===== src/rtl/rf_spi_pkg.sv =====
package rf_spi_pkg;

    // frame format
    localparam int CMD_LEN = 24;                  // bits per command frame
    localparam int CLK_DIV = 2;                   // clk cycles per sclk half period
    localparam int SYNC_STAGES = 4;               // cpu chip select synchronizer depth

    // counter widths and compare points for the shifter
    localparam int DIV_CNT_W = $clog2(2 * CLK_DIV);
    localparam int BIT_CNT_W = $clog2(CMD_LEN + 1);
    localparam logic [DIV_CNT_W-1:0] DIV_HALF = DIV_CNT_W'(CLK_DIV - 1);     // last sclk high cycle
    localparam logic [DIV_CNT_W-1:0] DIV_LAST = DIV_CNT_W'(2 * CLK_DIV - 1); // last cycle of a bit
    localparam logic [BIT_CNT_W-1:0] BIT_LAST = BIT_CNT_W'(CMD_LEN);        // all bits sent

    typedef logic [CMD_LEN-1:0] cmd_t;

    // switch device commands
    localparam cmd_t CMD_TX_LOW = 24'h0C_01_05;   // rf port a, tx lo on
    localparam cmd_t CMD_TX_HIGH = 24'h0C_02_0A;  // rf port b, tx lo off

    typedef enum logic [1:0] {
        CTRL_DISABLED = 2'b00,                    // switching frozen on port a
        CTRL_IDLE = 2'b01,                        // waiting for a request and the bus
        CTRL_ACTIVE = 2'b11                       // frame in flight
    } ctrl_state_t;

endpackage


===== src/rtl/spi_cmd_if.sv =====
`timescale 1ns/100ps

interface spi_cmd_if
    import rf_spi_pkg::*;
();

    logic start;   // one-cycle request from the controller
    cmd_t word;    // command to shift, held while busy
    logic busy;    // shifter owns a frame
    logic done;    // frame finished, same cycle busy drops

    modport ctrl (
        output start,
        output word,
        input  busy,
        input  done
    );

    modport shifter (
        input  start,
        input  word,
        output busy,
        output done
    );

endinterface


===== src/rtl/rf_spi_top.sv =====
`timescale 1ns/100ps

module rf_spi_top (
    input  logic clk,
    input  logic rstn,
    input  logic tx_chain_on,
    input  logic spi_disable,
    input  logic cpu_sclk,
    input  logic cpu_mosi,
    input  logic cpu_csn,
    output logic spi_sclk,
    output logic spi_mosi,
    output logic spi_csn
);

    logic grant;
    logic eng_sclk;
    logic eng_mosi;
    logic eng_csn;

    spi_cmd_if cmd_bus ();   // controller to shifter requests

    rf_switch_ctrl rf_switch_ctrl_inst (
        .clk         (clk),
        .rstn        (rstn),
        .tx_chain_on (tx_chain_on),
        .spi_disable (spi_disable),
        .grant       (grant),
        .cmd         (cmd_bus.ctrl)
    );

    spi_shifter spi_shifter_inst (
        .clk      (clk),
        .rstn     (rstn),
        .cmd      (cmd_bus.shifter),
        .eng_sclk (eng_sclk),
        .eng_mosi (eng_mosi),
        .eng_csn  (eng_csn)
    );

    spi_bus_arbiter spi_bus_arbiter_inst (
        .clk      (clk),
        .rstn     (rstn),
        .cpu_sclk (cpu_sclk),
        .cpu_mosi (cpu_mosi),
        .cpu_csn  (cpu_csn),
        .eng_sclk (eng_sclk),
        .eng_mosi (eng_mosi),
        .eng_csn  (eng_csn),
        .eng_busy (cmd_bus.busy),
        .grant    (grant),
        .spi_sclk (spi_sclk),
        .spi_mosi (spi_mosi),
        .spi_csn  (spi_csn)
    );

endmodule


===== src/rtl/rf_switch_ctrl.sv =====
`timescale 1ns/100ps

module rf_switch_ctrl
    import rf_spi_pkg::*;
(
    input  logic        clk,
    input  logic        rstn,
    input  logic        tx_chain_on,
    input  logic        spi_disable,
    input  logic        grant,
    spi_cmd_if.ctrl     cmd
);

    ctrl_state_t state;
    logic        tx_chain_on_old;
    logic        pending_low;      // tx high -> port a request
    logic        pending_high;     // port b request
    logic        sel_high;         // word in flight is CMD_TX_HIGH

    logic        tx_rise;
    logic        tx_fall;
    logic        set_low;
    logic        set_high;
    logic        clr_low;
    logic        clr_high;
    logic        enter_disabled;
    logic        issue_high;
    logic        issue;

    assign tx_rise = tx_chain_on & ~tx_chain_on_old;
    assign tx_fall = ~tx_chain_on & tx_chain_on_old;

    // edges are ignored while frozen on port a
    assign set_low = (state != CTRL_DISABLED) & (tx_rise | spi_disable);
    assign set_high = ((state != CTRL_DISABLED) & tx_fall) |
                      ((state == CTRL_DISABLED) & ~spi_disable);

    assign clr_low = (state == CTRL_ACTIVE) & cmd.done & ~sel_high;
    assign clr_high = (state == CTRL_ACTIVE) & cmd.done & sel_high;
    assign enter_disabled = clr_low & spi_disable;

    // port b must not be selected while the transmit chain is on
    assign issue_high = pending_high & ~tx_chain_on;
    assign issue = issue_high | pending_low;

    assign cmd.start = (state == CTRL_IDLE) & grant & issue;
    assign cmd.word = (state == CTRL_ACTIVE) ? (sel_high ? CMD_TX_HIGH : CMD_TX_LOW)
                                             : (issue_high ? CMD_TX_HIGH : CMD_TX_LOW);

    always_ff @(posedge clk) begin
        if (!rstn) begin
            state <= CTRL_IDLE;
            tx_chain_on_old <= 1'b0;
            pending_low <= 1'b0;
            pending_high <= 1'b0;
            sel_high <= 1'b0;
        end else begin
            tx_chain_on_old <= tx_chain_on;
            // a new request wins over the clear of a finished one
            pending_low <= enter_disabled ? 1'b0 : (set_low | (pending_low & ~clr_low));
            pending_high <= set_high | (pending_high & ~clr_high);
            case (state)
                CTRL_DISABLED: begin
                    if (!spi_disable) begin
                        state <= CTRL_IDLE;
                    end
                end
                CTRL_IDLE: begin
                    if (cmd.start) begin
                        sel_high <= issue_high;  // remembers which flag to clear
                        state <= CTRL_ACTIVE;
                    end
                end
                CTRL_ACTIVE: begin
                    if (cmd.done) begin
                        state <= enter_disabled ? CTRL_DISABLED : CTRL_IDLE;
                    end
                end
                default: state <= CTRL_IDLE;
            endcase
        end
    end

    // the shifter must be free before a new frame is requested
    a_no_start_while_busy : assert property (
        @(posedge clk) disable iff (!rstn) !(cmd.start && cmd.busy)
    );

endmodule


===== src/rtl/spi_bus_arbiter.sv =====
`timescale 1ns/100ps

module spi_bus_arbiter
    import rf_spi_pkg::*;
(
    input  logic clk,
    input  logic rstn,
    input  logic cpu_sclk,
    input  logic cpu_mosi,
    input  logic cpu_csn,
    input  logic eng_sclk,
    input  logic eng_mosi,
    input  logic eng_csn,
    input  logic eng_busy,
    output logic grant,
    output logic spi_sclk,
    output logic spi_mosi,
    output logic spi_csn
);

    logic [SYNC_STAGES-1:0] csn_sync;      // cpu_csn is asynchronous to clk
    logic                   cpu_csn_sync;
    logic                   eng_sel;

    always_ff @(posedge clk) begin
        if (!rstn) begin
            csn_sync <= '1;                // cpu treated as idle
        end else begin
            csn_sync <= {csn_sync[SYNC_STAGES-2:0], cpu_csn};
        end
    end

    assign cpu_csn_sync = csn_sync[SYNC_STAGES-1];

    // once a frame runs, busy keeps the grant until done
    assign grant = cpu_csn_sync | eng_busy;

    // engine owns the pins only while its chip select is active
    assign eng_sel = ~eng_csn;
    assign spi_sclk = eng_sel ? eng_sclk : cpu_sclk;
    assign spi_mosi = eng_sel ? eng_mosi : cpu_mosi;
    assign spi_csn = eng_sel ? eng_csn : cpu_csn;

    // a local frame may only begin while the cpu was seen idle
    a_start_on_idle_cpu : assert property (
        @(posedge clk) disable iff (!rstn) $fell(eng_csn) |-> $past(cpu_csn_sync)
    );

endmodule


===== src/rtl/spi_shifter.sv =====
`timescale 1ns/100ps

module spi_shifter
    import rf_spi_pkg::*;
(
    input  logic        clk,
    input  logic        rstn,
    spi_cmd_if.shifter  cmd,
    output logic        eng_sclk,
    output logic        eng_mosi,
    output logic        eng_csn
);

    cmd_t                 shreg;     // remaining bits, lsb goes out next
    logic [DIV_CNT_W-1:0] div_cnt;   // position inside the current bit
    logic [BIT_CNT_W-1:0] bit_cnt;   // bits started so far
    logic                 busy;
    logic                 done;

    assign cmd.busy = busy;
    assign cmd.done = done;

    always_ff @(posedge clk) begin
        if (!rstn) begin
            busy <= 1'b0;
            done <= 1'b0;
            eng_csn <= 1'b1;
            eng_sclk <= 1'b0;
            eng_mosi <= 1'b0;
            div_cnt <= '0;
            bit_cnt <= '0;
        end else begin
            done <= 1'b0;
            if (!busy) begin
                if (cmd.start) begin
                    busy <= 1'b1;
                    eng_csn <= 1'b0;
                    div_cnt <= DIV_LAST;     // one lead-in cycle before bit 0
                    bit_cnt <= '0;
                end
            end else if (div_cnt == DIV_LAST) begin
                if (bit_cnt == BIT_LAST) begin
                    busy <= 1'b0;            // frame complete
                    done <= 1'b1;
                    eng_csn <= 1'b1;
                    eng_sclk <= 1'b0;
                    eng_mosi <= 1'b0;
                end else begin
                    eng_sclk <= 1'b1;        // rising edge with new data
                    eng_mosi <= shreg[0];
                    bit_cnt <= bit_cnt + 1'b1;
                    div_cnt <= '0;
                end
            end else begin
                div_cnt <= div_cnt + 1'b1;
                if (div_cnt == DIV_HALF) begin
                    eng_sclk <= 1'b0;        // device samples here
                end
            end
        end
    end

    // payload loaded on start and shifted once per bit
    always_ff @(posedge clk) begin
        if (!busy && cmd.start) begin
            shreg <= cmd.word;
        end else if (busy && div_cnt == DIV_LAST && bit_cnt != BIT_LAST) begin
            shreg <= shreg >> 1;
        end
    end

    // sclk idles low outside a frame
    a_sclk_idle_low : assert property (
        @(posedge clk) disable iff (!rstn) eng_csn |-> !eng_sclk
    );

endmodule


===== config.mk =====
export PLATFORM = sky130hd
export DESIGN_NAME = rf_spi_top
export DESIGN_NICKNAME = d
export VERILOG_FILES = /design/src/rtl/rf_spi_pkg.sv /design/src/rtl/spi_cmd_if.sv /design/src/rtl/rf_spi_top.sv /design/src/rtl/rf_switch_ctrl.sv /design/src/rtl/spi_bus_arbiter.sv /design/src/rtl/spi_shifter.sv
export SDC_FILE = /design/constraint.sdc
export NUM_CORES = 1
export LEC_CHECK = 0
export CORE_ASPECT_RATIO = 0.8
export CORE_MARGIN = 8
export CORE_UTILIZATION = 60
export CTS_CLUSTER_SIZE = 24
export DETAILED_ROUTE_END_ITERATION = 8
export DONT_BUFFER_PORTS = 1
export HOLD_SLACK_MARGIN = 0.08
export PLACE_DENSITY = 0.76
export SYNTH_ARGS = -nofsm -noshare
export SYNTH_HDL_FRONTEND = slang
export SYNTH_SLANG_ARGS = --single-unit
export TNS_END_PERCENT = 10

===== constraint.sdc =====
create_clock -name clk -period 4.1 [get_ports clk]
set_clock_uncertainty 0.15 [all_clocks]
set_input_delay 0.205 -clock clk [delete_from_list [all_inputs] [get_ports clk]]
set_output_delay 0.205 -clock clk [all_outputs]
set_load 0.01 [all_outputs]

# --- Yosys cells after proc, flatten, opt, wreduce, memory -nomap -nowiden ---
# Cells that the tools add are included.
totals:
  regBits: 46
  elab_cells: 106
  out_inout_bits: 3
  in_bits: 7
classes:
  n_addsub: 2
  eq_ne: 13
  bitwise_logic: 27
  mux: 32
  n_reduce_logical: 18
ops:
  columns: ["cell", "n"]
  rows:
  - ["$mux W24", 3]
  - ["$mux W10", 2]
  - ["$mux W5", 4]
  - ["$mux W1", 16]
  - ["$and A1 B1 Y1", 14]
  - ["$mux W2", 6]
  - ["$reduce_and A3 Y1", 4]
  - ["$ne A2 B2 Y1 const B", 4]
  - ["$reduce_and A2 Y1", 4]
  - ["$reduce_bool A2 Y1", 4]
  - ["$not A1 Y1", 7]
  - ["$or A1 B1 Y1", 6]
  - ["$pmux W2 S3", 1]
  - ["$add A5 B1 Y5 const B", 1]
  - ["$eq A5 B5 Y1 const B", 1]
  - ["$ne A5 B5 Y1 const B", 1]
  - ["$eq A2 B1 Y1 const B", 2]
  - ["$eq A2 B2 Y1 const B", 2]
  - ["$ne A2 B1 Y1 const B", 2]
  - ["$logic_and A1 B1 Y1", 3]
  - ["$ne A3 B3 Y1 const B", 1]
  - ["$add A2 B1 Y2 const B", 1]
  - ["$logic_not A2 Y1", 1]
  - ["$reduce_or A2 Y1", 1]
  - ["$logic_not A1 Y1", 1]

# --- Longest topological paths before layout ---
# Gate-level depths: netlist of the first run.
logic_depth:
  depth_word: 7
  ltp_mapped: 6
  ltp_nobuf: 6

# --- Hierarchy ---
# A second synthesis of the first run with hierarchy kept.
unflattened:
  hier_cells: 188
  hier_area_um2: 2204.6
by_module_without_submodules:
  columns: ["module", "cells_each", "area_per_inst_um2", "n_inst", "seq_area_each_um2"]
  rows:
  - ["spi_shifter", 118, 1607.8, 1, 960.9]
  - ["rf_switch_ctrl", 58, 447.9, 1, 120.1]
  - ["spi_bus_arbiter", 12, 148.9, 1, 80.1]

# --- Least setup slack after synthesis of the first run ---
# OpenSTA, ideal clock, no wires.
synth_timing:
  path_type: "register -> register"
  from: "register spi_shifter_inst.div_cnt[0]"
  to: "register spi_shifter_inst.shreg[0] (enable)"
  required_time_ps: 3573
  setup_slack_ps: 2167
  setup_time_ps: 377
  synth_period_minus_slack_ps: 1933
  path_stages_with_launch: 6
  n_path_buf: 1
  arrival_time_ps: 1406
  cell_sequence: "dfxtp_1 -> ha_1 -> and2_4 -> buf_6 -> nand2_1 -> nand2_1"
synth_via:
  elab_chain_len: 4
synth_lines:
  columns: ["item", "line_no", "text"]
  rows:
  - ["from (decl)", "spi_shifter.sv:15", "logic [DIV_CNT_W-1:0] div_cnt;"]
  - ["from (signal assigned)", "spi_shifter.sv:55", "div_cnt <= div_cnt + 1'b1;"]
  - ["$eq A2 B2 Y1", "spi_shifter.sv:67", "end else if (busy && div_cnt == DIV_LAST && bit_cnt != BIT_LAST) begin"]
  - ["$logic_and A1 B1 Y1 (2 in series)", "spi_shifter.sv:67", null]
  - ["$reduce_bool A2 Y1 (no line)", null, null]
  - ["to (signal assigned)", "spi_shifter.sv:66", "shreg <= cmd.word;"]
  - ["to (signal assigned)", "spi_shifter.sv:68", "shreg <= shreg >> 1;"]
  - ["to (decl)", "spi_shifter.sv:14", "cmd_t shreg;"]
# Every way passes these cells.
# A chain may end at the register's enable or synchronous reset.

# --- Worst setup path after layout of the first run ---
layout_timing:
  from: "register rf_switch_ctrl_inst.pending_high"
  to: "register spi_shifter_inst.shreg[14] (enable)"
layout_via:
  elab_chain_len: 5
layout_lines:
  columns: ["item", "line_no", "text"]
  rows:
  - ["from (decl)", "rf_switch_ctrl.sv:17", "logic pending_high;"]
  - ["from (signal assigned)", "rf_switch_ctrl.sv:61", "pending_high <= set_high | (pending_high & ~clr_high);"]
  - ["$and A1 B1 Y1", "rf_switch_ctrl.sv:43", "assign issue_high = pending_high & ~tx_chain_on;"]
  - ["$or A1 B1 Y1", "rf_switch_ctrl.sv:44", "assign issue = issue_high | pending_low;"]
  - ["$and A1 B1 Y1", "rf_switch_ctrl.sv:46", "assign cmd.start = (state == CTRL_IDLE) & grant & issue;"]
  - ["$logic_and A1 B1 Y1", "spi_shifter.sv:65", "if (!busy && cmd.start) begin"]
  - ["$reduce_bool A2 Y1 (no line)", null, null]
# Every way passes these cells.

==> results of run 1 <==
## worst reg2reg max path, stage by stage (launching register included)
cell and delay (ns):
dfxtp_1 0.32, and2b_4 0.18, o2111ai_2 0.58, nand2_1 0.68
## stage by stage
| stage | utilization (%) | std cells | instance area (sq um) |
|---|---|---|---|
| floorplan | - | 156 | 1763 |
| global placement | 63.40 | 189 | 1767 |
| detailed placement | 63.40 | 189 | 1767 |
| CTS | 67.89 | 201 | 1892 |
| global route | 67.89 | 201 | 1892 |
| finish | 67.89 | 201 | 1892 |
## kinds of logic after synthesis
group           Yosys count  share of synthesized area (%)
flops                    42                          59.05
simple gates             64                          20.16
compound gates           28                          10.65
xor+xnor                  3                          1.491
buf+inv                  12                          3.975
fa+ha+maj                 4                          2.839
mux                       3                          1.845
## state kept, by name, summed over array words and instances, names as in the netlist
| name | flops |
|---|---|
| rf_switch_ctrl_inst.pending_low | 1 |
| spi_shifter_inst.eng_csn | 1 |
| spi_shifter_inst.cmd.done | 1 |
| spi_shifter_inst.bit_cnt | 5 |
| spi_shifter_inst.eng_sclk | 1 |
| spi_shifter_inst.shreg | 20 |
| spi_bus_arbiter_inst.csn_sync | 4 |
| spi_shifter_inst.div_cnt | 2 |
| rf_switch_ctrl_inst.sel_high | 1 |
| rf_switch_ctrl_inst.tx_chain_on_old | 1 |
| spi_shifter_inst.cmd.busy | 1 |
| spi_shifter_inst.eng_mosi | 1 |
| rf_switch_ctrl_inst.state | 2 |
| rf_switch_ctrl_inst.pending_high | 1 |
## power breakdown
group	switching (uW)	internal (uW)	total, uW
registers	17.1	483	500
clock network	133	116	250
logic	51.7	35.7	87.5
## final cells by class
type	count	area share (%)
Timing Repair Buffer	4	2.116
Clock buffer	5	3.638
Clock inverter	3	0.8598
Tap cell	38	2.513
Sequential cell	42	55.03
Multi-Input combinational cell	102	34.46
Inverter	7	1.389
## how the worst max path moves through the flow
stage / from / cells past startpoint / to / slack, ns
after global placement: rf_switch_ctrl_inst.pending_high / 3 / spi_shifter_inst.shreg[10] / 1.84
after CTS: rf_switch_ctrl_inst.pending_high / 3 / spi_shifter_inst.shreg[15] / 1.71
after global routing: rf_switch_ctrl_inst.pending_high / 3 / spi_shifter_inst.shreg[14] / 1.53
final: rf_switch_ctrl_inst.pending_high / 3 / spi_shifter_inst.shreg[14] / 1.75
after floorplan: spi_shifter_inst.div_cnt[0] / 5 / spi_shifter_inst.shreg[0] / 2.17
after detailed placement: rf_switch_ctrl_inst.pending_high / 3 / spi_shifter_inst.shreg[10] / 1.72
## metal layers
layer / track usage [%] / vias to the layer above
li1: - / 557
met1: 15.28 / 551
met2: 21.34 / 32
met3: 6.198 / 4
met4: 5.024 / 0
met5: 0 / -
## cells in the final DEF, fill, tap and decap left out, drive strengths merged
cell type and count:
nand2b 7, o21a 4, or3 1, and4b 1
o221a 1, o221ai 1, a211oi 1, a21oi 9
nor3 2, and2b 2, and2 15, mux2 2
o211ai 2, mux2i 1, nand4 3, a31o 1
nand3 6, nor3b 2, ha 4, clkinvlp 1
nand4b 1, dfxtp 22, edfxtp 20, clkbuf 5
xnor2 1, nand2 17, o2111ai 1, o21ai 6
nor4b 1, a31oi 2, inv 7, xor2 2
dlygate4sd3 4, nor2 6, clkinv 2
==> metrics.cfg, run 1 <==
[status]
outcome=completed

[clock_network]
clockBufferDepth=2
ctsHoldBuffers=4
postCtsSetupRepairBufs=0
clock-sinks=42
cts_max_level=2
post_cts_resized=0
cts-root-buf=clkbuf_8
worstSkewPairLatency_ns=0.29
cts_buffers=5
cts_tree=yes
clk_pin_slew_ns=0.08

[global_routing]
grt_remaining_overflow=0
grt_pass1_wl_um=5133
grt_pass1_vias=1123
grt.total_usage_pct=13.29
antenna_found_initial=0
grt_max_degree=21

[timing]
worstMarginPinSlew_ns=0.7625
fmax_ghz=0.4255
rsz0062_at_grt=false
finalMaxSlewViolations=0
post-route-period-util_pct=57.32
finalSetupTns_ns=0
final_hold_viol_count=0
final.setup.worst_slack_ns=1.750
min_period_ns=2.350
maxSlewHeadroom_pct=49.04
final-setup-viol-count=0
hold_slack_ns=0.1174

[detailed_routing]
num_vias=1144
drc=0
wl_met1_um=1411
highest_layer=met4
wl_met2_um=1495
drtIter0Drc=103
final_antenna_net_count=0
dr.pass1.iters=4
routed_via_density=5.692
wl_um=3099
wl_met3_um=159
wl_per_cell_um=15.42

[placement]
post-dp-hpwl_um=2111
gp_congestion=0.8383
post-place-ws_ns=1.721
io_buffers=0

[critical_path]
cp_num_buf_inv=0
endpoint_kind=register
worst-r2r-cell-count=3
crit_family=simple AND/OR/NAND/NOR gates
crit_fanout=20
cp.arrival_ns=2.05
crit_chain=and2b_4, o2111ai_2, nand2_1
r2r-start=rf_switch_ctrl_inst.pending_high
r2r-end=spi_shifter_inst.shreg[14]
critical-path-slowest-cell=nand2_1
cpPeakStageDelay_ns=0.67
path_class=register to register
rrSetupSlack_ns=1.75
cp-start-kind=register
cp.required_ns=3.80

[synth]
synth_nets=167
synth-edff-count=20
syn-cell-area_sq_um=1763
synth_top_area_share_pct=34.07
async_reset_ff_share_pct=0
yosys-top-cells-area=edfxtp_1 34%, dfxtp_1 25%, and2_1 5.0%
synthTopCellsByCount=22 x dfxtp_1, 20 x edfxtp_1, 16 x nand2_1
ys_warn_count=0
yosysSeqAreaShare_pct=59.05
avgSynthCellArea_sq_um=11.30
yosys.area.top_type=edfxtp_1
synth_ff_type=dfxtp_1
syn_inst=156
synth_cell_types=37
ys_seq_elements=42
yosysMostFrequentCell=dfxtp_1

[job]
drv_cap=0

[finish]
n_fill_cell=201
seqCellArea_sq_um=1041
drive_above_1_share_pct=10.43
multi_input_area_sq_um=651.9
diodes=0
fin_nets=173
syn2layout_area_growth_pct=7.310

[floorplan]
fp.dieW_um=76.61
io_pins=10
die_area_sq_um=4939
fp.coreArea_sq_um=2786
initial_utilization_pct=63.27
rows=17
fp.dieH_um=64.48

[min_path]
min_to=rf_switch_ctrl_inst.pending_high
min_path_cells=3
hold_path.startpoint=tx_chain_on
hp-class=input port to register

[power_and_ir_drop]
powerDensity_nw_per_um2=442.6
p_leak_uw=0.0006926
fin_total_pwr_uw=837.3
ir_drop_uv=268.2

No activity file was read; power rests on OpenSTA's default activity.
==> inputs of run 2 (changes only) <==
- CORE_UTILIZATION: 60 -> 55
- PLACE_DENSITY: 0.76 -> 0.73
- clock period: 4.1 -> 1.99 ns (I/O delays scaled with it)
==> run 2 against run 1 <==
Global-route usage fell by 0.24 points. Wire length fell by 2.2%. Sequential power rose by 110%. Hold slack improved by 0.091 ns. Power rose by 110%. Count of clock-buffer cells in the layout rose by 3. Via count fell by 1.9%. Critical endpoint is now spi_shifter_inst.shreg[3]. First-iteration DRC count rose by 15%. Utilization fell by 5.5 points. Clock power rose by 100%.
==> metrics.cfg, run 2 (synthesis gave the netlist of run 1 again) <==
[clock_network]
worstSkewPairLatency_ns=0.29
clockBufferDepth=2
ctsHoldBuffers=4
cts-root-buf=clkbuf_8
cts_tree=yes
post_cts_resized=0
cts_buffers=5
cts_max_level=2
clk_pin_slew_ns=0.07
postCtsSetupRepairBufs=0
clock-sinks=42

[finish]
syn2layout_area_growth_pct=9.156
final_cell_mix=22 x dfxtp_1, 20 x edfxtp_1, 16 x nand2_1, 14 x and2_1, 8 x a21oi_1
diodes=0
final_common_cell=dfxtp_1
top_register=spi_shifter_inst.shreg
n_fill_cell=236
largest_reg_flops=20
fin_nets=176
fin_util_pct=62.37
drive_above_1_share_pct=10.84
largest_registers=spi_shifter_inst.shreg (20), spi_shifter_inst.bit_cnt (5), spi_bus_arbiter_inst.csn_sync (4)

[power_and_ir_drop]
p_leak_uw=0.0007081
powerDensity_nw_per_um2=898.6
fin_total_pwr_uw=1729
ir_drop_uv=488.9

[critical_path]
cp-start-kind=register
crit_chain=ha_1, and2_4, nand2_1, nand2_1, buf_12
critical-path-slowest-cell=dfxtp_1
cp.required_ns=1.84
cp.arrival_ns=1.63
crit_fanout=20
endpoint_kind=register
path_common_cell=nand2_1
path_class=register to register
cpPeakStageDelay_ns=0.41

[global_routing]
grt_max_degree=21
antenna_found_initial=0
grt_remaining_overflow=0
grt_pass1_vias=1157
grt_pass1_wl_um=5313
grt.total_usage_pct=13.04

[detailed_routing]
wl_per_cell_um=14.71
final_antenna_net_count=0
dr.pass1.iters=4
routed_via_density=5.447
num_vias=1122
drtIter0Drc=118
wl_um=3031
drc=0

[job]
drv_cap=0

[timing]
maxSlewHeadroom_pct=69.97
finalMaxSlewViolations=0
final_hold_viol_count=0
post-route-period-util_pct=89.69
fmax_ghz=0.5603
finalSetupTns_ns=0
min_period_ns=1.785
rsz0062_at_grt=false
final-setup-viol-count=0
worstMarginPinSlew_ns=0.4504

[placement]
post-dp-hpwl_um=2147
io_buffers=0
gp_congestion=0.8324

[floorplan]
initial_utilization_pct=57.14
fp.dieH_um=66.64
io_pins=10
rows=18
die_area_sq_um=5285
fp.coreArea_sq_um=3085
fp.dieW_um=79.30

[min_path]
hp-class=input port to output pin

[status]
outcome=completed

==> run 2: cell types whose count changed in the layout (fill, tap and decap cells not counted) <==
cell        previous run  this run
clkinvlp_4             1         0
clkinv_1               1         0
buf_12                 0         1
buf_4                  0         2
clkbuf_1               0         3
clkinv_2               1         0
==> run 2: layout make-up <==
type | instances | area, sq um | share of cell area (%)
flip-flops and latches | 42 | 1041 | 54.10
well taps | 40 | 50.05 | 2.601
repair buffers | 7 | 75.07 | 3.901
multi-input cells | 102 | 651.9 | 33.88
clock buffers | 8 | 80.08 | 4.161
inverters | 7 | 26.28 | 1.365
==> run 2: stage by stage <==
stage / worst slack [ns] / hold WS (ns) / cell area [sq um] / instances
after floorplan: 0.05746 / 0.02254 / 1763 / 156
after global placement: 0.3300 / 0.02570 / 1804 / 194
after detailed placement: 0.2312 / 0.02940 / 1804 / 194
after CTS: 0.2001 / 0.2112 / 1924 / 206
after global routing: 0.1061 / 0.2185 / 1924 / 206
final: 0.2051 / 0.2087 / 1924 / 206
==> run 2: worst paths after layout <==
kind                                                        from                               end  slack, ns  depth (start not counted)
worst max-delay path                 spi_shifter_inst.div_cnt[0]         spi_shifter_inst.shreg[3]       0.21                          5
worst min-delay path                                    cpu_mosi                          spi_mosi       0.21                          1
worst max register to register       spi_shifter_inst.div_cnt[0]         spi_shifter_inst.shreg[3]       0.21                          5
worst min register to register  spi_bus_arbiter_inst.csn_sync[2]  spi_bus_arbiter_inst.csn_sync[3]       0.26                          1
==> run 2: metal layers <==
metal | global-route usage, % | wire [um]
met4 | 6.452 | 45
met1 | 16.05 | 1461
met3 | 4.167 | 138
met2 | 20.27 | 1385
met5 | 0 | 0
==> run 2: power by group <==
part / switching, uW / total (uW) / leakage [uW] / internal (uW)
Combinational: 107 / 196 / 0.000299 / 89.0
Sequential: 36.7 / 1030 / 0.000370 / 994
Clock: 254 / 503 / 0.0000395 / 249
Total: 397 / 1730 / 0.000708 / 1330
==> run 2: worst max-delay path, delay by kind of cell (launching register included) <==
kind / cells / cell delay [ns]
buf+inv: 1 / 0.18
flops: 1 / 0.41
simple gates: 3 / 0.51
fa+ha+maj: 1 / 0.25
